$ cat config.mk
export PLATFORM = sky130hd
export DESIGN_NAME = logcmp_execute
export DESIGN_NICKNAME = d
export VERILOG_FILES = /design/src/logcmp_pkg.sv /design/src/logcmp_execute.sv
export SDC_FILE = /design/constraint.sdc
export NUM_CORES = 1
export LEC_CHECK = 0
export ABC_AREA = 0
export BUFFER_PORTS_ARGS = -buffer_cell sky130_fd_sc_hd__buf_2
export CAP_MARGIN = 20
export CELL_PAD_IN_SITES_DETAIL_PLACEMENT = 0
export CELL_PAD_IN_SITES_GLOBAL_PLACEMENT = 1
export CORE_MARGIN = 8
export CORE_UTILIZATION = 36
export DETAILED_ROUTE_END_ITERATION = 10
export HOLD_SLACK_MARGIN = 0.15
export PLACE_DENSITY_LB_ADDON = 0.15
export SETUP_SLACK_MARGIN = 0.1
export SYNTH_ARGS = -nofsm -noshare
export SYNTH_HDL_FRONTEND = slang
export SYNTH_SLANG_ARGS = --single-unit
$ cat constraint.sdc
create_clock -name CLK -period 0.8 [get_ports CLK]
set_clock_uncertainty 0.2 [all_clocks]
set_input_delay 0.24 -clock CLK [delete_from_list [all_inputs] [get_ports CLK]]
set_output_delay 0.24 -clock CLK [all_outputs]
set_load 0.01 [all_outputs]
$ cat src/logcmp_pkg.sv
/*
 Logic-and-compare issue cluster: shared widths, opcodes, buffer depth
 and the records passed between dispatch, issue, execute and write-back
*/
package logcmp_pkg;

	localparam int XLEN        = 64;
	localparam int NUM_XREGS   = 32;
	localparam int ISSUE_DEPTH = 4;

	typedef logic [XLEN-1:0]                xlen_t;
	typedef logic [$clog2(NUM_XREGS)-1:0]   reg_idx_t;
	typedef logic [NUM_XREGS-1:0]           reg_vec_t;    // one bit per architectural register
	typedef logic [$clog2(ISSUE_DEPTH)-1:0] slot_idx_t;
	typedef logic [ISSUE_DEPTH-1:0]         slot_vec_t;

	typedef logic [3:0] logcmp_op_t;

	localparam logcmp_op_t OP_SLTI  = 4'd0;
	localparam logcmp_op_t OP_SLTIU = 4'd1;
	localparam logcmp_op_t OP_SLT   = 4'd2;
	localparam logcmp_op_t OP_SLTU  = 4'd3;
	localparam logcmp_op_t OP_XORI  = 4'd4;
	localparam logcmp_op_t OP_XOR   = 4'd5;
	localparam logcmp_op_t OP_ORI   = 4'd6;
	localparam logcmp_op_t OP_OR    = 4'd7;
	localparam logcmp_op_t OP_ANDI  = 4'd8;
	localparam logcmp_op_t OP_AND   = 4'd9;

	typedef logic [1:0] logcmp_fun_t;

	localparam logcmp_fun_t FUN_SLT = 2'd0;
	localparam logcmp_fun_t FUN_XOR = 2'd1;
	localparam logcmp_fun_t FUN_OR  = 2'd2;
	localparam logcmp_fun_t FUN_AND = 2'd3;

	typedef struct packed {
		logcmp_op_t op;
		reg_idx_t   rd;
		reg_idx_t   rs1;
		reg_idx_t   rs2;
		xlen_t      imm;    // already sign-extended by the decoder
	} logcmp_instr_t;

	typedef struct packed {
		logcmp_fun_t fun;
		logic        is_unsigned;
		reg_idx_t    rd;
		xlen_t       op1;
		xlen_t       op2;
	} logcmp_exeparam_t;

	typedef struct packed {
		reg_idx_t rd;
		xlen_t    data;
	} logcmp_wb_t;

	// register-register forms read rs2, the immediate forms do not
	function automatic logic op_uses_rs2(logcmp_op_t op);
		return op inside {OP_SLT, OP_SLTU, OP_XOR, OP_OR, OP_AND};
	endfunction

endpackage
$ cat src/logcmp_execute.sv
/*
 Execute unit: signed or unsigned set-less-than and bitwise XOR, OR, AND,
 result registered together with rd for write-back
*/
`timescale 1ns/10ps

module logcmp_execute import logcmp_pkg::*; (
	input  logic             CLK,
	input  logic             arst_n,

	input  logic             exe_valid,
	input  logcmp_exeparam_t exe_param,

	output logic             wb_valid,
	output logcmp_wb_t       wb
);

	logic  less;
	xlen_t result;

	always_comb begin
		if (exe_param.is_unsigned) begin
			less = exe_param.op1 < exe_param.op2;
		end else begin
			less = $signed(exe_param.op1) < $signed(exe_param.op2);
		end
	end

	always_comb begin
		case (exe_param.fun)
			FUN_SLT: result = xlen_t'(less);    // zero-extended 0 or 1
			FUN_XOR: result = exe_param.op1 ^ exe_param.op2;
			FUN_OR:  result = exe_param.op1 | exe_param.op2;
			default: result = exe_param.op1 & exe_param.op2;
		endcase
	end

	always_ff @(posedge CLK or negedge arst_n) begin
		if (!arst_n) begin
			wb_valid <= 1'b0;
		end else begin
			wb_valid <= exe_valid;
		end
	end

	always_ff @(posedge CLK) begin
		if (exe_valid) begin
			wb.rd   <= exe_param.rd;
			wb.data <= result;
		end
	end

endmodule

Yosys cells after proc, flatten, opt, wreduce, memory -nomap -nowiden
Index checks and enable logic that the tools add are counted.
- magnitude comparators: 2
- equal/unequal tests: 2
- mux-type cells: 2
- bitwise gates (word level): 3
- reductions and logical operators: 1
- operators by type and width (kind ; number):
    64-bit one-hot mux with 3 select lines ; 1
    64-bit < comparator ; 2
    64-bit bitwise AND ; 1
    64-bit OR ; 1
    64-bit XOR ; 1
    2-bit by 1-bit == test with 1-bit output, second input constant ; 1
    2-bit == test, second input constant ; 1
    2-bit logical NOT ; 1
    1-bit two-way mux ; 1
- register bits after elaboration: 70
- input port bits: 139
- output and inout port bits: 70
- word-level logic and storage cells: 13

Depth between registers and ports, before layout
- depth in word-level cells: 3
- gate-level depth with buffers: 9
- gate-level depth less buffers: 9

Worst setup path before layout
Ideal clock, no wire load.
- kind: input -> register
- start point: in exe_param[45] (netlist bit)
- end point: reg wb[0] (netlist bit), data pin
- library setup time: 0.256 ns
- data arrival time: 1.998 ns
- data required time: 0.344 ns
- setup slack: -1.654 ns
- cell stages on the path: 8
- path buffers: 0
- cell sequence: inv_1 -> ha_1 -> nor4_4 -> nand4_1 -> or4b_1 -> a211o_1 -> a31oi_1 -> nor2_1
- longest elaborated chain between the ends: 3
- elaborated cells between the ends (all ways): 4
- classes of those cells: order compare (2); mux (2)
- ends and longest elaborated chain (element ; RTL line ; source):
    start: declaration ; logcmp_execute.sv:12 ; input logcmp_exeparam_t exe_param,
    64-bit < comparator (on tied branches) ; logcmp_execute.sv:25, logcmp_execute.sv:23 ;
    1-bit two-way mux (*) ; logcmp_execute.sv:22 ; if (exe_param.is_unsigned) begin
    64-bit one-hot mux with 3 select lines (*) ; logcmp_execute.sv:30 ; case (exe_param.fun)
    named net result[0] ; logcmp_execute.sv:19 ; xlen_t result;
    end: declaration ; logcmp_execute.sv:15 ; output logcmp_wb_t wb
The timed path passes the listed nets; every way through them passes the cells marked *.
A chain may end at the register's enable or synchronous reset.

Final worst setup path
- start point: in exe_param[101] (netlist bit)
- end point: reg wb[0] (netlist bit), data pin
The elaborated chain is that of the path after synthesis.

==> run metrics <==
wl on met1 10500 um; synth warn 0; post-synth top area cell ha_1; Root Driver clkbuf_16; synth unique cells 37; Via density 4.52; total congestion overflow 0; Iter 0 DRT Violations 221; max layer used met4; H-tree levels 3; P&R area growth vs syn 79.0%; Fill cells 1588; DRC viols 0; Multi-input gate area 5200 um2; antenna viol nets, final 0; area of the mapped netlist 6970 um2; commonest non-fill, non-tap cells in the layout buf_4, buf_2, ha_1; post-synthesis sequential area ratio 0.301; DRT Pass-1 Iters 4; Hold Buf Count CTS 1; commonest non-fill, non-tap cell in the layout buf_4; ANT cells 0; Die ar. 24100 um2; Main synth FF type edfxtp_1; hold_ws -0.128 ns; Worst-path clk slew 0.06 ns; Final Cell Area 12500 um2; Required @ worst endpoint 0.70 ns; top post-synthesis cells by area ha_1, edfxtp_1, inv_1; Storage cell area 2100 um2; I/O pins 209; initial core utilization 0.363; relative slew slack 0.701; Num CTS Buffers 9; Placer Congestion 0.804; startpoint types input pin; met2 wire len 11800 um; share of post-route cells with drive strength above 1 0.605; Max Fclk 439 MHz; Layout Nets 1546; initial antenna violation count 0; Final Power 15.4 mW; CP endpoint kind register; crit path kind input pin to register; Area after DPL 10600 um2; # setup viols final 134; hold crit path type input pin to register; CTS Sinks 70; CORE AREA 19200 um2; pwr/cell area 1240 nW/um2; die height 155 um; Synth Area per Inst 9.37 um2; failing checks hold timing, setup timing; final hold violations 6; outcome finished with violations; Final min period 2.28 ns; Detailed Route WL 23700 um; Buffers on Ports 208; Final WS setup -1.48 ns; Max Cap Viol 0; Clock Tree Buf Depth 2; post-synth top area share 0.345; CP max FO 2; vias in the first global route 7151; period utilization 2.85; first-pass GRT wire length 37000 um; CTS tree done; Async SR Flop Fraction 0.0143; HPWL Detailed 16400 um; total number of vias 6708; largest net degree at the start of global routing 33; worst vdd ir 0.000922 V; Die W 155 um; Post-synth EDFFs 69; FF+latch count, synth 70; drt wl/cell 16.0 um; RSZ-0062 raised after global routing yes; LEAKAGE 6.41 nW; total track usage 0.197; Rows 51; Worst EP arrival 2.18 ns; worst-margin pin slew 0.449 ns; final slew viol count 0; met3 WL 1190 um; Post-Syn Nets 1075; Post-Syn Instances 744
-- flip-flops by register name, summed over array words and instances, names as in the netlist --
name      cells
wb           69
wb_valid      1
-- critical path, stage by stage --
cell	delay, ns
buf_8	0.10
inv_4	0.05
ha_4	0.21
nor4_4	0.27
buf_4	0.15
nand4_1	0.15
or4b_1	0.51
a211o_1	0.30
a31oi_1	0.14
nor2_1	0.05
-- power by group --
part	total, mW	internal, mW	switching (mW)
sequential	4.58	4.48	0.102
clock	5.19	3.45	1.74
combinational	5.67	3.13	2.54
total	15.4	11.1	4.38
-- final timing paths --
path / endpoint / from / cells past startpoint / slack [ns]
min: wb[68] / exe_param[132] / 1 / -0.13
min in group asynchronous: wb_valid / arst_n / 2 / 0
max in group asynchronous: wb_valid / arst_n / 2 / 0.32
max: wb[0] / exe_param[101] / 10 / -1.48
-- repair_timing --
item,in CTS,in global routing
pin swaps,17,1
setup endpoints to repair,202,163
gates cloned,17,1
buffers inserted,35,3
gates resized for setup,147,47
hold endpoints to repair,47,62
-- cells by family after synthesis --
logic type,share of synthesized area
adders and majority gates,0.345
DFF,0.301
buffers and inverters,0.0962
muxes,0.0679
AOI/OAI and AO/OA,0.110
and+or+nand+nor,0.0804
-- final cells by class --
cell class              count  area share
inverters                 154      0.0490
multi-input cells         496       0.417
flip-flops and latches     70       0.168
well taps                 265      0.0266
clock inverters             6      0.0106
repair buffers            484       0.309
clock buffers              10      0.0192
-- per-layer routing --
| layer | vias up | GRT usage |
|---|---|---|
| met3 | 17 | 0.0391 |
| met4 | 0 | 0.0541 |
| met5 | - | 0 |
| met2 | 149 | 0.347 |
| met1 | 3136 | 0.241 |
| li1 | 3406 | - |
-- cells in the mapped netlist (3+ instances only) --
| master | count |
|---|---|
| clkbuf_1 | 14 |
| a21oi_1 | 25 |
| buf_1 | 8 |
| nor4_1 | 10 |
| ha_1 | 192 |
| o21ai_0 | 91 |
| inv_1 | 154 |
| o21bai_1 | 3 |
| o31ai_1 | 6 |
| nand2_1 | 88 |
| edfxtp_1 | 69 |
| nor2b_1 | 4 |
| mux2_2 | 40 |
| nor2_1 | 10 |
-- through the flow --
step / util / instances / setup slack, ns / setup TNS (ns)
floorplan: - / 744 / -1.53 / -42.35
global placement: 0.552 / 1420 / -1.93 / -90.57
detailed placement: 0.552 / 1420 / -1.93 / -90.57
CTS: 0.644 / 1488 / -1.41 / -66.10
global route: 0.649 / 1485 / -1.59 / -68.83
finish: 0.649 / 1485 / -1.48 / -64.89
(Power assumes the default switching activity.)
