===== src/logcmp_pkg.sv =====
/*
 Logic-and-compare issue cluster: shared widths, opcodes, buffer depth
 and the records passed between dispatch, issue, execute and write-back
*/
package logcmp_pkg;

	localparam int XLEN        = 64;
	localparam int NUM_XREGS   = 32;
	localparam int ISSUE_DEPTH = 4;

	typedef logic [XLEN-1:0]                xlen_t;
	typedef logic [$clog2(NUM_XREGS)-1:0]   reg_idx_t;
	typedef logic [NUM_XREGS-1:0]           reg_vec_t;    // one bit per architectural register
	typedef logic [$clog2(ISSUE_DEPTH)-1:0] slot_idx_t;
	typedef logic [ISSUE_DEPTH-1:0]         slot_vec_t;

	typedef logic [3:0] logcmp_op_t;

	localparam logcmp_op_t OP_SLTI  = 4'd0;
	localparam logcmp_op_t OP_SLTIU = 4'd1;
	localparam logcmp_op_t OP_SLT   = 4'd2;
	localparam logcmp_op_t OP_SLTU  = 4'd3;
	localparam logcmp_op_t OP_XORI  = 4'd4;
	localparam logcmp_op_t OP_XOR   = 4'd5;
	localparam logcmp_op_t OP_ORI   = 4'd6;
	localparam logcmp_op_t OP_OR    = 4'd7;
	localparam logcmp_op_t OP_ANDI  = 4'd8;
	localparam logcmp_op_t OP_AND   = 4'd9;

	typedef logic [1:0] logcmp_fun_t;

	localparam logcmp_fun_t FUN_SLT = 2'd0;
	localparam logcmp_fun_t FUN_XOR = 2'd1;
	localparam logcmp_fun_t FUN_OR  = 2'd2;
	localparam logcmp_fun_t FUN_AND = 2'd3;

	typedef struct packed {
		logcmp_op_t op;
		reg_idx_t   rd;
		reg_idx_t   rs1;
		reg_idx_t   rs2;
		xlen_t      imm;    // already sign-extended by the decoder
	} logcmp_instr_t;

	typedef struct packed {
		logcmp_fun_t fun;
		logic        is_unsigned;
		reg_idx_t    rd;
		xlen_t       op1;
		xlen_t       op2;
	} logcmp_exeparam_t;

	typedef struct packed {
		reg_idx_t rd;
		xlen_t    data;
	} logcmp_wb_t;

	// register-register forms read rs2, the immediate forms do not
	function automatic logic op_uses_rs2(logcmp_op_t op);
		return op inside {OP_SLT, OP_SLTU, OP_XOR, OP_OR, OP_AND};
	endfunction

endpackage

===== src/logcmp_regfile.sv =====
/*
 Integer register file, 32 x 64 bits, two combinational read ports,
 one write port from write-back, x0 hard-wired to zero
*/
`timescale 1ns/10ps

module logcmp_regfile import logcmp_pkg::*; (
	input  logic       CLK,
	input  logic       arst_n,

	input  reg_idx_t   rs1_addr,
	input  reg_idx_t   rs2_addr,
	output xlen_t      rs1_data,
	output xlen_t      rs2_data,

	input  logic       wb_valid,
	input  logcmp_wb_t wb
);

	xlen_t regs_q [1:NUM_XREGS-1];

	always_ff @(posedge CLK or negedge arst_n) begin
		if (!arst_n) begin
			for (int i = 1; i < NUM_XREGS; i++) begin
				regs_q[i] <= '0;
			end
		end else if (wb_valid && (wb.rd != '0)) begin
			regs_q[wb.rd] <= wb.data;
		end
	end

	// issue waits for busy to clear, so a same-cycle write is never read here
	assign rs1_data = (rs1_addr == '0) ? '0 : regs_q[rs1_addr];
	assign rs2_data = (rs2_addr == '0) ? '0 : regs_q[rs2_addr];

endmodule


===== config.mk =====
export PLATFORM = sky130hd
export DESIGN_NAME = logcmp_regfile
export DESIGN_NICKNAME = d
export VERILOG_FILES = /design/src/logcmp_pkg.sv /design/src/logcmp_regfile.sv
export SDC_FILE = /design/constraint.sdc
export NUM_CORES = 2
export LEC_CHECK = 0
export BUFFER_PORTS_ARGS = -buffer_cell sky130_fd_sc_hd__buf_4
export CORE_MARGIN = 5
export CORE_UTILIZATION = 35
export CTS_CLUSTER_DIAMETER = 80
export DETAILED_ROUTE_END_ITERATION = 8
export SLEW_MARGIN = 20
export SYNTH_ARGS = -nofsm -noshare
export SYNTH_HDL_FRONTEND = slang
export SYNTH_SLANG_ARGS = --single-unit
export TNS_END_PERCENT = 10

===== constraint.sdc =====
create_clock -name CLK -period 3.8 [get_ports CLK]
set_clock_uncertainty 0.1 [all_clocks]
set_input_delay 0.76 -clock CLK [delete_from_list [all_inputs] [get_ports CLK]]
set_output_delay 0.76 -clock CLK [all_outputs]
set_load 0.05 [all_outputs]

Word level (Yosys, flattened, before mapping)
Cells that the tools add are included.

word-level totals
  input port bits = 82
  register bits = 1,984
  output and inout bits = 128

operators by class
  reduce and logical (&&, ||, !) cells = 5
  mux-type cells = 11
  bitwise logic cells = 3
  magnitude comparators = 4

operators by type and width
  operator                                                                       count
  1984-bit bitwise mux                                                           1
  64-bit binary-select mux with 5-bit select                                     2
  64-bit two-way mux                                                             7
  64-bit demux with 5-bit select                                                 1
  6-bit >= comparator (second input constant)                                    3
  5-bit NOT with 6-bit output                                                    3
  5-bit logical NOT                                                              2
  6-bit by 1-bit less-than comparator with 1-bit output (second input constant)  1
  5-bit nonzero test                                                             1
  1-bit logical AND                                                              2

Longest topological paths before layout
  depth after elaboration = 6
  gate-level depth with buffers = 10
  mapped depth without buffers = 5

Least setup slack after synthesis
Ideal clock, no wire load.

  path kind = input-to-output
  start point = in rs2_addr[1]
  end point = out rs2_data[34]
  buffers on the path = 4
  stages = 9
  arrival = 3.123 ns
  path slack = -0.183 ns
  cell sequence = buf_2 > buf_2 > buf_2 > buf_2 > mux4_2 > mux2i_1 > nand2_1 > o21ai_0 > a211oi_1

between the ends
  longest elaborated chain between the ends = 5
  elaborated cells between the ends (all ways) = 6

RTL lines
  what                                                   line                  RTL
  start, declared                                        logcmp_regfile.sv:12  input reg_idx_t rs2_addr,
  5-bit NOT with 6-bit output (not written as such)      logcmp_regfile.sv:34  assign rs2_data = (rs2_addr == '0) ? '0 : regs_q[rs2_addr];
  64-bit binary-select mux with 5-bit select             logcmp_regfile.sv:34
  64-bit two-way mux (not written as such) (2 in a row)  logcmp_regfile.sv:34
  64-bit two-way mux (*)                                 logcmp_regfile.sv:34
  end, declared                                          logcmp_regfile.sv:14  output xlen_t rs2_data,

Every way passes the cells marked *; elsewhere a longest branch is shown, timed or not. The select of a mux whose other input is x is not followed.

Final worst setup path
  start point = in rs2_addr[0]
  end point = out rs2_data[12]

The elaborated chain is that of the path after synthesis.

==> key figures <==
Power and ir drop
  • Pleak: 54.5 nW
  • Sw power: 18.7 mW
  • Logic pwr share: 0.227
  • Peak VDD IR: 383 µV
  • Sw Ratio: 0.287
  • PD cells: 520 nW/µm²
  • Internal power: 46.4 mW
  • Clock power frac: 0.335
  • Sequential Power Share: 0.437

Setup path
  • CP required: 2940 ps
  • Crit-path most repeated cell: buf_4
  • Reg2reg setup slack: 2870 ps
  • Worst reg2reg path depth: 1
  • Critical path startpoint: rs2_addr[0]
  • CP max-delay cell: o21ai_1
  • Reg-to-Reg Start: regs_q[958]
  • CP peak stage delay: 380 ps
  • Worst-path cell chain: buf_16 > buf_16 > buf_12 > nor2b_4 > buf_4 > buf_4 > a221oi_1 > nor3_1 > a31oi_1 > o21ai_1 > buf_4
  • Worst R2R End: regs_q[958]
  • Crit path DAT: 2990 ps
  • CP startpoint kind: input port
  • Worst setup path class: input port to primary output
  • Crit. End Element: primary output
  • Worst-path fanout max: 10

Cells and area
  • Area grow syn2layout: 17.3%
  • Layout cell share with drive strength beyond 1: 0.531
  • Final Util: 0.413
  • Fin nets: 7759
  • Largest register by flop count: regs_q
  • Number of flip-flops in the largest register: 1984
  • Regs by FF count: regs_q (1984)
  • Final instance area: 125000 µm²

Timing
  • Fmax: 259 MHz
  • Final slew viol count: 0
  • Slew HR: 0.234
  • RSZ-0062 raised after global routing: true
  • Final worst slack: -53.9 ps
  • Fin crit share: 1.01
  • Final setup viols: 3
  • Worst Tran Pin Value: 1150 ps
  • Minimum clock period: 3850 ps
  • WHS: 242 ps
  • Hold Fails Final Rpt: 0

Logic synthesis
  • Cell Area, Synth: 107000 µm²
  • Yosys warns: 0
  • Syn avg cell area: 14.3 µm²
  • Top-count cell post-synth: mux2_2
  • Ys flop type: dfrtp_1
  • Synth cell types: 44
  • Post-synth top area share: 0.465
  • Seq/Total Area, Yosys: 0.465
  • Syn nets: 7531
  • Dominant cell type by area after synthesis: dfrtp_1
  • Ys async rst share: 1.00
  • #FFs+latches synth: 1984
  • Top cells by area, synth: dfrtp_1 (47%), mux2_2 (23%), mux4_2 (16%), mux2i_1 (4.3%), clkbuf_1 (1.6%)
  • Synth Instances: 7449
  • Post-synth top cells: mux2_2 (2178), dfrtp_1 (1984), mux4_2 (748)
  • Post-synth EDFFs: 0

Placement
  • Placed inst area: 117000 µm²
  • Post-DP HPWL: 224000 µm
  • Placer Congestion: 0.826
  • IO buf count: 209
  • DP Worst Slack: -264 ps

Global route
  • GR peak layer: met2
  • Initial antenna violation count: 30
  • Vias in the first global route: 74400
  • M2 GR Usage: 0.371
  • Largest net degree at the start of global routing: 141
  • M3 GR Usage: 0.0418
  • GRT met1 Usage: 0.312
  • First-pass GRT wire length: 542000 µm
  • Gr ovfl total: 0
  • Gr usage total: 0.230

Floorplanning
  • Core Box Area: 303000 µm²
  • Die area: 316000 µm²
  • Boundary Pins: 210
  • Num rows: 202
  • Starting density of the core: 0.352
  • Die Y: 562 µm
  • Die width: 562 µm

Route
  • Final wirelength: 372000 µm
  • Antenna Nets Post-Route: 0
  • Vias post-DR: 71700
  • 1st-pass router iterations: 6
  • DRC: 0
  • DRT iter0 DRCs: 6819
  • Vias per cell: 6.06
  • WL/cell: 31.4 µm

Min path
  • Hold path depth: 2
  • Worst hold path class: input port to flip-flop
  • Hold wc startpoint: wb[14]
  • WHS Endpoint: regs_q[1358]

Clock network
  • Sink Count: 1984
  • CTS tree: done
  • Root Buffer Master: clkbuf_16
  • Worst-skew pair later-pin latency: 890 ps
  • CTS clock-pin slew for the worst setup and hold paths: 60 ps
  • Clk buf depth: 4
  • CTS H-tree lvls: 4
  • Total CTS buffers: 215

Status
  • Status: finished, violations left
  • Failing checks: setup timing

Job
  • Max Cap Violations: 0
==> repair_timing <==
| action | 4_1_cts | 5_1_grt |
|---|---|---|
| hold buffers | 1 | 0 |
| gates resized for setup | 39 | 65 |
| endpoints found under the hold margin | 157 | 0 |
| setup buffers | 0 | 17 |
| endpoints found under the setup margin | 61 | 58 |
| pin swaps | 1 | 2 |
| gates cloned | 1 | 5 |
==> worst max-delay path: cells and delay by family <==
kind | cells | cell delay [ps]
buf+inv | 6 | 1130
compound gates | 3 | 610
simple gates | 2 | 440
==> cell usage in the layout (no fill, tap or decap), types with 14 or more instances in the layout <==
master	netlist	layout
o21ai_0	105	77
bufinv_16	0	21
a22oi_1	75	75
a31oi_1	68	64
nand2_4	0	14
diode_2	0	16
clkinv_2	0	39
nor3_1	88	84
nor2_4	0	15
o211ai_1	79	79
nor2b_1	121	111
mux4_2	748	748
a21oi_1	121	121
clkbuf_1	446	44
nor2_1	98	89
nand2_1	253	239
buf_16	0	21
clkbuf_8	0	48
a221oi_1	119	111
buf_12	0	201
o32a_1	18	18
nand3_1	19	17
mux2_2	2178	2178
buf_4	41	560
clkbuf_16	0	222
o21ai_1	0	26
buf_6	15	15
dfrtp_1	1984	1984
mux2i_1	458	456
==> per-layer routing <==
metal  wire length [µm]  vias up  share of wire
met1             156000    39100           0.42
met4              14700       12          0.039
li1                   -    29000              -
met3              25000      754          0.067
met2             177000     2894           0.48
met5                 80        -        0.00022
==> final cells by class <==
| cell class | instances | area, µm² |
|---|---|---|
| Antenna cell | 16 | 40.0 |
| Clock buffer | 308 | 6240 |
| Clock inverter | 71 | 953 |
| Fill cell | 27400 | 178000 |
| Inverter | 1 | 6.26 |
| Multi-Input combinational cell | 4662 | 53900 |
| Sequential cell | 1984 | 49600 |
| Tap cell | 3978 | 4980 |
| Timing Repair Buffer | 813 | 9280 |
==> how the worst max path moves through the flow <==
stage                         endpoint
final                     rs2_data[12]
after floorplan           rs2_data[13]
after global placement    rs2_data[31]
after detailed placement  rs2_data[29]
after CTS                 rs2_data[29]
after global routing      rs2_data[19]
==> per-stage QoR <==
step                      instances  TNS, ps  power (mW)
after global placement        11400    -3670        42.7
after detailed placement      11400    -3350        43.3
after floorplan                7449    -9190        38.3
after global routing          11800     -718        67.8
final                         11800    -62.4        65.1
after CTS                     11800    -59.4        65.2
==> kinds of logic (layout without fill, tap and decap cells) <==
group                  count (synthesis)  count (layout)  share of synthesized area
buffers and inverters                803            1193                     0.0337
flip-flops                          1984            1984                      0.465
multiplexers                        3391            3391                      0.432
AO/OA/AOI/OAI                        651             651                     0.0421
AND/OR/NAND/NOR                      620             620                     0.0269
other                                  0              16                          0
==> power by group through the flow <==
stage          Clock [mW]  Combinational, mW  Sequential [mW]
4_1_cts              22.2               14.8             28.3
5_1_grt              23.0               15.9             28.9
6_report             21.8               14.8             28.5
2_1_floorplan           0               10.8             27.5
3_3_place_gp            0               14.3             28.3
3_5_place_dp            0               14.7             28.7
(Power assumes the default switching activity.)
