--- config.mk ---
export PLATFORM = sky130hd
export DESIGN_NAME = logcmp_issue_buffer
export DESIGN_NICKNAME = d
export VERILOG_FILES = /design/src/logcmp_pkg.sv /design/src/logcmp_issue_buffer.sv
export SDC_FILE = /design/constraint.sdc
export NUM_CORES = 1
export LEC_CHECK = 0
export ABC_AREA = 1
export CAP_MARGIN = 10
export CORE_AREA = 2 2 164 166
export CTS_CLUSTER_SIZE = 24
export DETAILED_ROUTE_END_ITERATION = 12
export DIE_AREA = 0 0 166 168
export DONT_BUFFER_PORTS = 1
export PLACE_DENSITY = 0.59
export SYNTH_ARGS = -nofsm -noshare
export SYNTH_HDL_FRONTEND = slang
export SYNTH_SLANG_ARGS = --single-unit
export TNS_END_PERCENT = 10
--- constraint.sdc ---
create_clock -name CLK -period 0.8 [get_ports CLK]
set_input_delay 0.12 -clock CLK [delete_from_list [all_inputs] [get_ports CLK]]
set_output_delay 0.12 -clock CLK [all_outputs]
set_load 0.1 [all_outputs]
--- src/logcmp_pkg.sv ---
/*
 Logic-and-compare issue cluster: shared widths, opcodes, buffer depth
 and the records passed between dispatch, issue, execute and write-back
*/
package logcmp_pkg;

	localparam int XLEN        = 64;
	localparam int NUM_XREGS   = 32;
	localparam int ISSUE_DEPTH = 4;

	typedef logic [XLEN-1:0]                xlen_t;
	typedef logic [$clog2(NUM_XREGS)-1:0]   reg_idx_t;
	typedef logic [NUM_XREGS-1:0]           reg_vec_t;    // one bit per architectural register
	typedef logic [$clog2(ISSUE_DEPTH)-1:0] slot_idx_t;
	typedef logic [ISSUE_DEPTH-1:0]         slot_vec_t;

	typedef logic [3:0] logcmp_op_t;

	localparam logcmp_op_t OP_SLTI  = 4'd0;
	localparam logcmp_op_t OP_SLTIU = 4'd1;
	localparam logcmp_op_t OP_SLT   = 4'd2;
	localparam logcmp_op_t OP_SLTU  = 4'd3;
	localparam logcmp_op_t OP_XORI  = 4'd4;
	localparam logcmp_op_t OP_XOR   = 4'd5;
	localparam logcmp_op_t OP_ORI   = 4'd6;
	localparam logcmp_op_t OP_OR    = 4'd7;
	localparam logcmp_op_t OP_ANDI  = 4'd8;
	localparam logcmp_op_t OP_AND   = 4'd9;

	typedef logic [1:0] logcmp_fun_t;

	localparam logcmp_fun_t FUN_SLT = 2'd0;
	localparam logcmp_fun_t FUN_XOR = 2'd1;
	localparam logcmp_fun_t FUN_OR  = 2'd2;
	localparam logcmp_fun_t FUN_AND = 2'd3;

	typedef struct packed {
		logcmp_op_t op;
		reg_idx_t   rd;
		reg_idx_t   rs1;
		reg_idx_t   rs2;
		xlen_t      imm;    // already sign-extended by the decoder
	} logcmp_instr_t;

	typedef struct packed {
		logcmp_fun_t fun;
		logic        is_unsigned;
		reg_idx_t    rd;
		xlen_t       op1;
		xlen_t       op2;
	} logcmp_exeparam_t;

	typedef struct packed {
		reg_idx_t rd;
		xlen_t    data;
	} logcmp_wb_t;

	// register-register forms read rs2, the immediate forms do not
	function automatic logic op_uses_rs2(logcmp_op_t op);
		return op inside {OP_SLT, OP_SLTU, OP_XOR, OP_OR, OP_AND};
	endfunction

endpackage
--- src/logcmp_issue_buffer.sv ---
/*
 Issue buffer: ISSUE_DEPTH waiting instruction records with a valid bit
 per slot, filled by dispatch and freed by issue
*/
`timescale 1ns/10ps

module logcmp_issue_buffer import logcmp_pkg::*; (
	input  logic          CLK,
	input  logic          arst_n,

	input  logic          alloc,
	input  slot_idx_t     alloc_slot,
	input  logcmp_instr_t alloc_instr,

	input  logic          pop,
	input  slot_idx_t     pop_slot,

	output slot_vec_t     slot_valid,
	output logcmp_instr_t entries [ISSUE_DEPTH]
);

	slot_vec_t     valid_q;
	logcmp_instr_t mem_q [ISSUE_DEPTH];

	// dispatch only allocates free slots, so alloc and pop never collide
	always_ff @(posedge CLK or negedge arst_n) begin
		if (!arst_n) begin
			valid_q <= '0;
		end else begin
			if (pop) begin
				valid_q[pop_slot] <= 1'b0;
			end
			if (alloc) begin
				valid_q[alloc_slot] <= 1'b1;
			end
		end
	end

	always_ff @(posedge CLK) begin
		if (alloc) begin
			mem_q[alloc_slot] <= alloc_instr;
		end
	end

	assign slot_valid = valid_q;

	always_comb begin
		for (int i = 0; i < ISSUE_DEPTH; i++) begin
			entries[i] = mem_q[i];
		end
	end

endmodule

## Yosys cells after proc, flatten, opt, wreduce, memory -nomap -nowiden

Memories as Yosys holds them, arrays and structs flattened.
Cells that the tools add are included.

- Register bits after elaboration: 4
- Bits in writable memories: 332
- Input port bits: 91
- Word-level logic and storage cells: 19
- Memories kept: 1

- Order comparisons: 4
- Muxes and demuxes: 8
- Bitwise logic cells: 3
- Reduce and logical (&&, ||, !) cells: 2

Memories:

| name | depth | bits a word | read ports | clocked after memory_dff | wr ports | line | RTL |
|---|---|---|---|---|---|---|---|
| mem_q | 4 | 83 | 4 | 0 | 1 | logcmp_issue_buffer.sv:23 | `logcmp_instr_t mem_q [ISSUE_DEPTH];` |

Operators by type and width:

| operator | number |
|---|---|
| two-way mux 4 bit | 2 |
| < comparator 2 x 3 -> 1 bit (second input constant) | 2 |
| bitwise AND 4 bit | 1 |
| demux 1 bit (select 2 bit) | 2 |
| >= comparator 2 x 1 -> 1 bit (second input constant) | 2 |
| two-way mux 1 bit | 4 |
| inverter 4 bit | 1 |
| bitwise OR 4 bit | 1 |
| logical AND 1 bit | 2 |

## Longest topological paths before layout

Gate-level depths: netlist (run 1).

- Depth in word-level cells: 9
- Mapped depth: 4
- Gate-level depth less buffers: 4

## Least setup slack after synthesis (run 1)

No wires, ideal clock.

- Path kind: input to register
- From: input alloc_slot[1]
- To: memory mem_q[0][0] (netlist name) (enable)
- Library setup time: 437 ps
- Data arrival time: 1883 ps
- Slack: -1520 ps
- Stages on the path: 3
- Path buffers: 0
- Path through: inv_1 nand3_1 inv_1

RTL lines:

| item | line | RTL |
|---|---|---|
| start: declaration | logcmp_issue_buffer.sv:12 | `input slot_idx_t alloc_slot,` |
| end: declaration | logcmp_issue_buffer.sv:23 |  |

Straight into the memory's write port.

==> run summary, run 1 <==
The run finished, with violations left. The final reports fail on setup timing. The path class of the tightest hold or removal check is in2reg.

At the worst endpoint, the required time is 680 ps. The mean instance size in the synthesized netlist came out at 28.3 µm². After global routing the overflow that remains totals 0. The HPWL after detailed placement is 19.2 mm. The shortest period the worst path allows is 1380 ps. The standby leakage power is 7.27 nW. The area of the mapped netlist came out at 0.0102 mm². The worst setup skew after layout came out at 0 ps.

The part of the Yosys area used for sequential elements came out at 99.1%. The peak supply drop is 0.00206 V. For the pin with the worst max-slew slack, the measured transition is 297 ps.

The end-of-flow core utilization is 74.0%. The total clock sinks is 336. Measured against its own limit, the worst slew margin works out to 80.2%. The sum of negative setup slack came out at -162510 ps. For this design, the slowest cell found on the critical path is sky130_fd_sc_hd__edfxtp_1. In the finished design, the share of the clock period the worst path needs comes to 172%. The deepest clock path buffer count came out at 3. Summed over its instances, the top area cell type makes up 98.1% of the synthesized netlist area.

The number of DRC markers in iteration 0 is 350. The number of endpoints with negative hold slack in the final report came out at 0. STA classifies the critical path endpoint as an output pin.

The global placer's final weighted congestion is 0.842. The critical path arrival came out at 1260 ps. During placement, the flow inserted port buffers numbering 0. The final net count came out at 922. The via total after detailed routing came out at 5625. The worst-case setup margin in the final layout is -576 ps. The first global-routing pass estimated 42.1 mm of wire. The clock latency on the worst-skew pair came out at 550 ps. The area of combinational cells with multiple inputs is 101 µm². Along the worst path, the maximum fanout reaches 1. The floorplan die height is 168 µm. Setup violations remaining at the end of the flow were counted as 336.

The startpoint of the tightest hold check path is alloc. The number of different library cells in the post-synthesis netlist is 7. The number of antenna violations at the first check in global routing came out at 0.

The worst setup path is launched from a flip-flop. The startpoint identified for the worst register-to-register timing path is slot_valid[0]$_DFF_PN0_. In the synthesized netlist the async set-or-reset flop fraction comes to 1.19%. After detailed routing, the total wire length is 28.7 mm.

The Yosys step of the flow raised 0 warnings. The clock tree from TritonCTS is done. Sorting the synthesized cells by area gives the leading types as sky130_fd_sc_hd__edfxtp_1 98%, sky130_fd_sc_hd__dfrtp_1 0.98%, sky130_fd_sc_hd__nand3_1 0.30%.

The number of enable flip-flop cells after synthesis came out at 332. The fraction of final layout cells sized beyond drive strength 1 is 47.4%. Dividing the detail-routed wire length by the instance count gives 24.0 µm.

In this run the number of H-tree levels came out at 1. The cell count after synthesis came out at 359. For this design the ratio of total power to cell area is 2360 mW/mm². Setup repair after global routing could not meet its margin everywhere. In this run the count of I/O pins placed on the die edge is 427. The most common cell in the synthesized netlist is sky130_fd_sc_hd__edfxtp_1.

The number of search-and-repair iterations in the first detailed-routing pass is 4. The largest net degree at the start of global routing came out at 46. The setup path with the least slack is of type reg2out. The largest total area in the synthesized netlist belongs to sky130_fd_sc_hd__edfxtp_1.

The largest stage delay on the critical path is 490 ps. The number of pins with negative max-slew slack in the final report came to 0. The post-CTS setup-driven buffer insertion count came out at 0. In this design, the largest share of critical-path delay is due to flip-flops. The row count is 60. The fill cell instance count of the final layout came out at 1354. The global router's overall resource usage came out at 20.3%. The layout overhead on the synthesized area is 91.9%. The signal on the critical path passes through buf_12.

The die area is 0.0279 mm². The via density per instance is 4.70. Across the whole layout, storage elements account for 0.0101 mm². The final routed DRC violation total is 0.

The synthesized netlist net count is 450. The number of clock buffers added by TritonCTS is 31. In this run the standard cell core region covers 0.0264 mm². The max-capacitance violation count came out at 0. The number of global-route vias before repair is 6111. The critical path starts at mem_q[0][37]$_DFFE_PP_. Sorting the synthesized cells by how often they occur yields 332 x sky130_fd_sc_hd__edfxtp_1, 7 x sky130_fd_sc_hd__inv_1, 7 x sky130_fd_sc_hd__nand2_1. Clock tree synthesis selected as its root buffer the cell sky130_fd_sc_hd__clkbuf_16.

The number of synthesized register bits is 336. The CTS clock-pin slew for the worst setup and hold paths came out at 60 ps. The floorplan die width came out at 166 µm. The peak clock frequency supported by timing is 727 MHz. The post-detailed-route count of antenna-violating nets is 0.

The initial core utilization is 38.6%. The buffers plus inverters on the worst setup path came out at 1. The total inserted antenna cells is 0. The most used flip-flop cell after synthesis is sky130_fd_sc_hd__edfxtp_1.
[final cells by class]
cell class / count / share of cell area (%)
repair buffers: 439 / 40.2
clock buffers: 37 / 4.09
multi-input cells: 15 / 0.520
well taps: 341 / 2.19
inverters: 8 / 0.334
clock inverters: 20 / 1.07
flip-flops and latches: 336 / 51.6
[worst reg2reg max path, cell delays in order (launching register included)]
cell	delay, ps
sky130_fd_sc_hd__dfrtp_1	410
sky130_fd_sc_hd__nand2_1	110
sky130_fd_sc_hd__nand2_1	80
[flip-flops by register name (all words and copies together), names as in the netlist]
signal	flops
slot_valid	4
mem_q	332
[timing repair]
item,4_1_cts,5_1_grt
hold endpoints to repair,343,1
endpoints found under the setup margin,336,419
hold buffers,92,1
gates resized for setup,0,1
[cells by family (layout without fill, tap and decap cells)]
kind of cell | Yosys count | count (layout) | share of synthesized area, %
buf+inv | 8 | 504 | 0.295
flops | 336 | 336 | 99.1
simple gates | 13 | 13 | 0.554
compound gates | 2 | 2 | 0.0985
[report_power, final]
group          switching (mW)  internal, mW  leakage (nW)
Sequential              0.728          20.3          3.10
Clock                    6.26          8.41         0.494
Combinational            6.98          3.39          3.68
[layout by cell type, fill, tap and decap left out, drive strengths merged]
master	count
clkinv	13
nand3	6
dlygate4sd3	92
clkbuf	37
o21ai	2
edfxtp	332
dfrtp	4
clkinvlp	6
dlymetal6s4s	1
nand2	7
buf	346
inv	5
bufinv	4
[metrics by stage]
step / total power, mW / setup WS, ps / std cells / area, µm² / hold slack [ps]
floorplan: 27.1 / -1010 / 359 / 10200 / -176
global placement: 31.2 / -183 / 1046 / 17600 / -175
detailed placement: 31.3 / -234 / 1046 / 17600 / -175
CTS: 46.3 / -581 / 1195 / 19500 / 170
global route: 47.2 / -598 / 1196 / 19500 / 167
finish: 46.1 / -576 / 1196 / 19500 / 163
[per-layer routing]
layer / share of wire, % / up-vias / track usage (%)
met5: 0 / - / 0
met2: 53 / 372 / 36.0
met4: 3.4 / 0 / 6.96
li1: - / 2394 / -
met3: 11 / 57 / 7.85
met1: 33 / 2802 / 22.5
[worst paths after layout]
check | slack, ps | depth (start not counted) | endpoint
worst max-delay path | -580 | 1 | entries[286]
worst min-delay path | 160 | 3 | mem_q[0][1]$_DFFE_PP_
worst max register to register | 70 | 2 | slot_valid[0]$_DFF_PN0_
worst min register to register | 570 | 2 | slot_valid[3]$_DFF_PN0_
max in group asynchronous | 230 | 2 | slot_valid[1]$_DFF_PN0_
min in group asynchronous | 390 | 2 | slot_valid[2]$_DFF_PN0_
No activity file was read; power rests on OpenSTA's default activity.
==> run 2: changes to the inputs <==
--- a/config.mk
+++ b/config.mk
@@ -12,7 +12,9 @@
 export DETAILED_ROUTE_END_ITERATION = 12
 export DIE_AREA = 0 0 166 168
 export DONT_BUFFER_PORTS = 1
+export GPL_ROUTABILITY_DRIVEN = 0
 export PLACE_DENSITY = 0.59
+export RECOVER_POWER = 100
 export SYNTH_ARGS = -nofsm -noshare
 export SYNTH_HDL_FRONTEND = slang
 export SYNTH_SLANG_ARGS = --single-unit
==> run 2 against run 1 <==
Compared with the run above: the run still ends with setup timing left; final cell count unchanged; cell area decreased by 0.64%; via count about the same; utilization decreased by 0.47 points; sequential power about the same; global-route usage unchanged; first-iteration DRC count decreased by 11%; register-to-register slack about the same; flip-flop and latch count unchanged; fmax about the same; wire length increased by 0.24%; worst setup slack got worse by 0.71 ps; critical endpoint unchanged; largest cell class unchanged; largest power group unchanged.
==> run summary, run 2 (synthesized netlist as in run 1, its figures left out) <==
The routed length per instance came out at 24.0 µm (about the same). The fraction of final layout cells sized beyond drive strength 1 came out at 46.8% (was 47.4%). The standby leakage power came out at 7.24 nW (was 7.27 nW). The CTS clock-pin slew for the worst setup and hold paths is 70 ps (was 60 ps). The worst setup skew after layout came out at 0 ps (unchanged). The standard cell core area is 0.0264 mm² (unchanged). The number of global-route vias before repair was 6111 (unchanged). The area of combinational cells with multiple inputs came out at 78.8 µm² (was 101 µm²). Cell Chain, Critical Path: buf_12 (unchanged).

The sequential cell area came out at 0.0101 mm² (unchanged). The number of H-tree levels is 1 (unchanged). The flip-flop count of the largest register, all copies and words added is 332 (unchanged). The reg-to-reg endpoint was slot_valid[0]$_DFF_PN0_ (unchanged). The cell family contributing the most delay on the critical path is flip-flops (unchanged).

The fill cell instance count of the final layout came out at 1373 (was 1354). The total power density per cell area came out at 2380 mW/mm² (was 2360 mW/mm²). The peak supply drop is 0.00207 V (was 0.00206 V). The deepest clock path buffer count came out at 3 (unchanged). The class of the worst hold path is in2reg (unchanged). The critical path arrival is 1260 ps (about the same). The global-route congestion overflow total is 0 (unchanged). The end-of-flow core utilization came out at 73.6% (was 74.0%).

The largest fanout on the critical path is 1 (unchanged). Most frequent cells in the layout: 338 x sky130_fd_sc_hd__buf_12, 332 x sky130_fd_sc_hd__edfxtp_1, 92 x sky130_fd_sc_hd__dlygate4sd3_1 (was 344 x sky130_fd_sc_hd__buf_12, 332 x sky130_fd_sc_hd__edfxtp_1, 92 x sky130_fd_sc_hd__dlygate4sd3_1). The total inserted antenna cells came out at 0 (unchanged). The number of DRC markers in iteration 0 was 310 (was 350). The critical path class is reg2out (unchanged). The max-capacitance violation count came out at 0 (unchanged). The via total after detailed routing came to 5627 (was 5625). The largest net degree at the start of global routing came to 46 (unchanged).

The post-CTS setup-driven buffer insertion count is 0 (unchanged). The post-detailed-route count of antenna-violating nets was 0 (unchanged). The number of pins with negative max-slew slack in the final report came out at 0 (unchanged). The total clock buffers created by CTS is 31 (unchanged). The startpoint of the tightest hold check path is alloc_instr[18] (was alloc). The required time at the endpoint of the critical path came out at 680 ps (about the same). The global router's overall resource usage is 20.3% (unchanged). The hold-critical path depth came out at 1 (was 3). The total clock sinks is 336 (unchanged). The number of buffers added on ports is 0 (unchanged). The via density per instance came out at 4.70 (about the same). The peak clock frequency supported by timing came out at 726 MHz (was 727 MHz). The cell with the biggest individual delay on the critical path is sky130_fd_sc_hd__edfxtp_1 (unchanged). The clock tree from TritonCTS was done (unchanged). The floorplan die width is 166 µm (unchanged). The endpoint of the worst hold-timing path is mem_q[2][18]$_DFFE_PP_ (was mem_q[0][1]$_DFFE_PP_). The cell area after layout was 0.0194 mm² (was 0.0195 mm²). The worst-case setup margin in the final layout came out at -577 ps (was -576 ps). The layout overhead on the synthesized area is 90.6% (was 91.9%). The start of the worst register-to-register path is slot_valid[0]$_DFF_PN0_ (unchanged). The number of ports placed on the die boundary is 427 (unchanged). The number of endpoints with negative hold slack in the final report is 0 (unchanged). The transition time at the pin with the least slew margin is 664 ps (was 297 ps).

The post-layout instance count excluding filler cells is 1196 (unchanged). The total chip power was 46.1 mW (about the same). The clock root buffer was sky130_fd_sc_hd__clkbuf_16 (unchanged).

The cell area reported after detailed placement is 0.0176 mm² (unchanged). The HPWL after detailed placement is 19.2 mm (unchanged). The clock latency on the worst-skew pair is 550 ps (about the same). Status: complete, but fails checks (unchanged). The most common library cell in the layout ignoring fill and taps is sky130_fd_sc_hd__buf_12 (unchanged). The register name with the most flops was mem_q (unchanged). The cell count of the worst reg-to-reg path is 2 (unchanged). The number of antenna violations at the first check in global routing came out at 0 (unchanged). The number of search-and-repair iterations in the first detailed-routing pass came to 4 (unchanged). The final net count was 922 (unchanged). The initial core utilization came to 38.6% (unchanged).

The shortest period the worst path allows is 1380 ps (about the same). The buffers plus inverters on the worst setup path was 1 (unchanged). The final count of negative-setup-slack endpoints came out at 383 (was 336).

The global-route wire length before repair came out at 42.1 mm (unchanged). The nature of the critical path endpoint is an output pin (unchanged). The sum of routed wire length over all layers is 28.7 mm (about the same). The final routed DRC violation total is 0 (unchanged). The setup slack of the most critical reg-to-reg path is 70 ps (about the same). The floorplan die height came to 168 µm (unchanged). The kind of start point of the critical path is a flip-flop (unchanged).

The headroom to the max-slew limit came out at 55.8% (was 80.2%). Failing checks: setup timing (unchanged). The die area is 0.0279 mm² (unchanged). The share of the cycle needed by the critical path after routing came out at 172% (about the same).

The largest stage delay on the critical path was 490 ps (about the same). The number of instances in the placed design is 1046 (unchanged). Setup repair after global routing missed its margin: yes (unchanged).

The row count is 60 (unchanged).
==> run 2: worst register-to-register path: cells and delay by family (launching register included) <==
family	cells	cell delay, ps
AND/OR/NAND/NOR	2	190
flip-flops	1	420
==> run 2: worst max path at each step <==
stage                                   to  slack [ps]  depth (start not counted)              startpoint
floorplan            mem_q[0][0]$_DFFE_PP_       -1010                          3           alloc_slot[1]
global placement    mem_q[1][66]$_DFFE_PP_        -180                          4           alloc_slot[1]
detailed placement  mem_q[1][26]$_DFFE_PP_        -230                          4           alloc_slot[1]
CTS                           entries[286]        -580                          1  mem_q[0][37]$_DFFE_PP_
global route                  entries[286]        -600                          1  mem_q[0][37]$_DFFE_PP_
finish                        entries[286]        -580                          1  mem_q[0][37]$_DFFE_PP_
==> run 2: where the power goes <==
group	internal (mW)	switching (mW)
registers	20.4	0.728
logic	3.35	6.97
clock network	8.41	6.24
==> run 2: through the flow <==
step	hold WS [ps]	setup TNS, ps	worst slack [ps]
6_report	279	-162880	-577
5_1_grt	278	-178200	-598
2_1_floorplan	-176	-409370	-1010
3_3_place_gp	-175	-49380	-183
3_5_place_dp	-175	-61050	-234
4_1_cts	170	-185560	-581
==> run 2: routing by layer <==
metal / share of wire, % / global-route usage [%] / routed length (µm) / vias up
met4: 3.4 / 6.96 / 985 / 0
met5: 0 / 0 / 0 / -
met3: 10 / 7.85 / 2960 / 57
met1: 33 / 22.5 / 9620 / 2826
li1: - / - / - / 2396
met2: 53 / 36.0 / 15200 / 348
==> run 2: final cells by class <==
cell class	instances	share of cell area, %
clock inverters	20	1.08
multi-input cells	15	0.407
clock buffers	37	4.12
inverters	8	0.194
flip-flops and latches	336	52.0
repair buffers	439	40.0
well taps	341	2.20
==> run 2: what timing repair did <==
item                                    in CTS  in global routing
hold buffers                                92                  1
gates resized for setup                      0                  1
endpoints found under the hold margin      343                  1
endpoints found under the setup margin     336                419
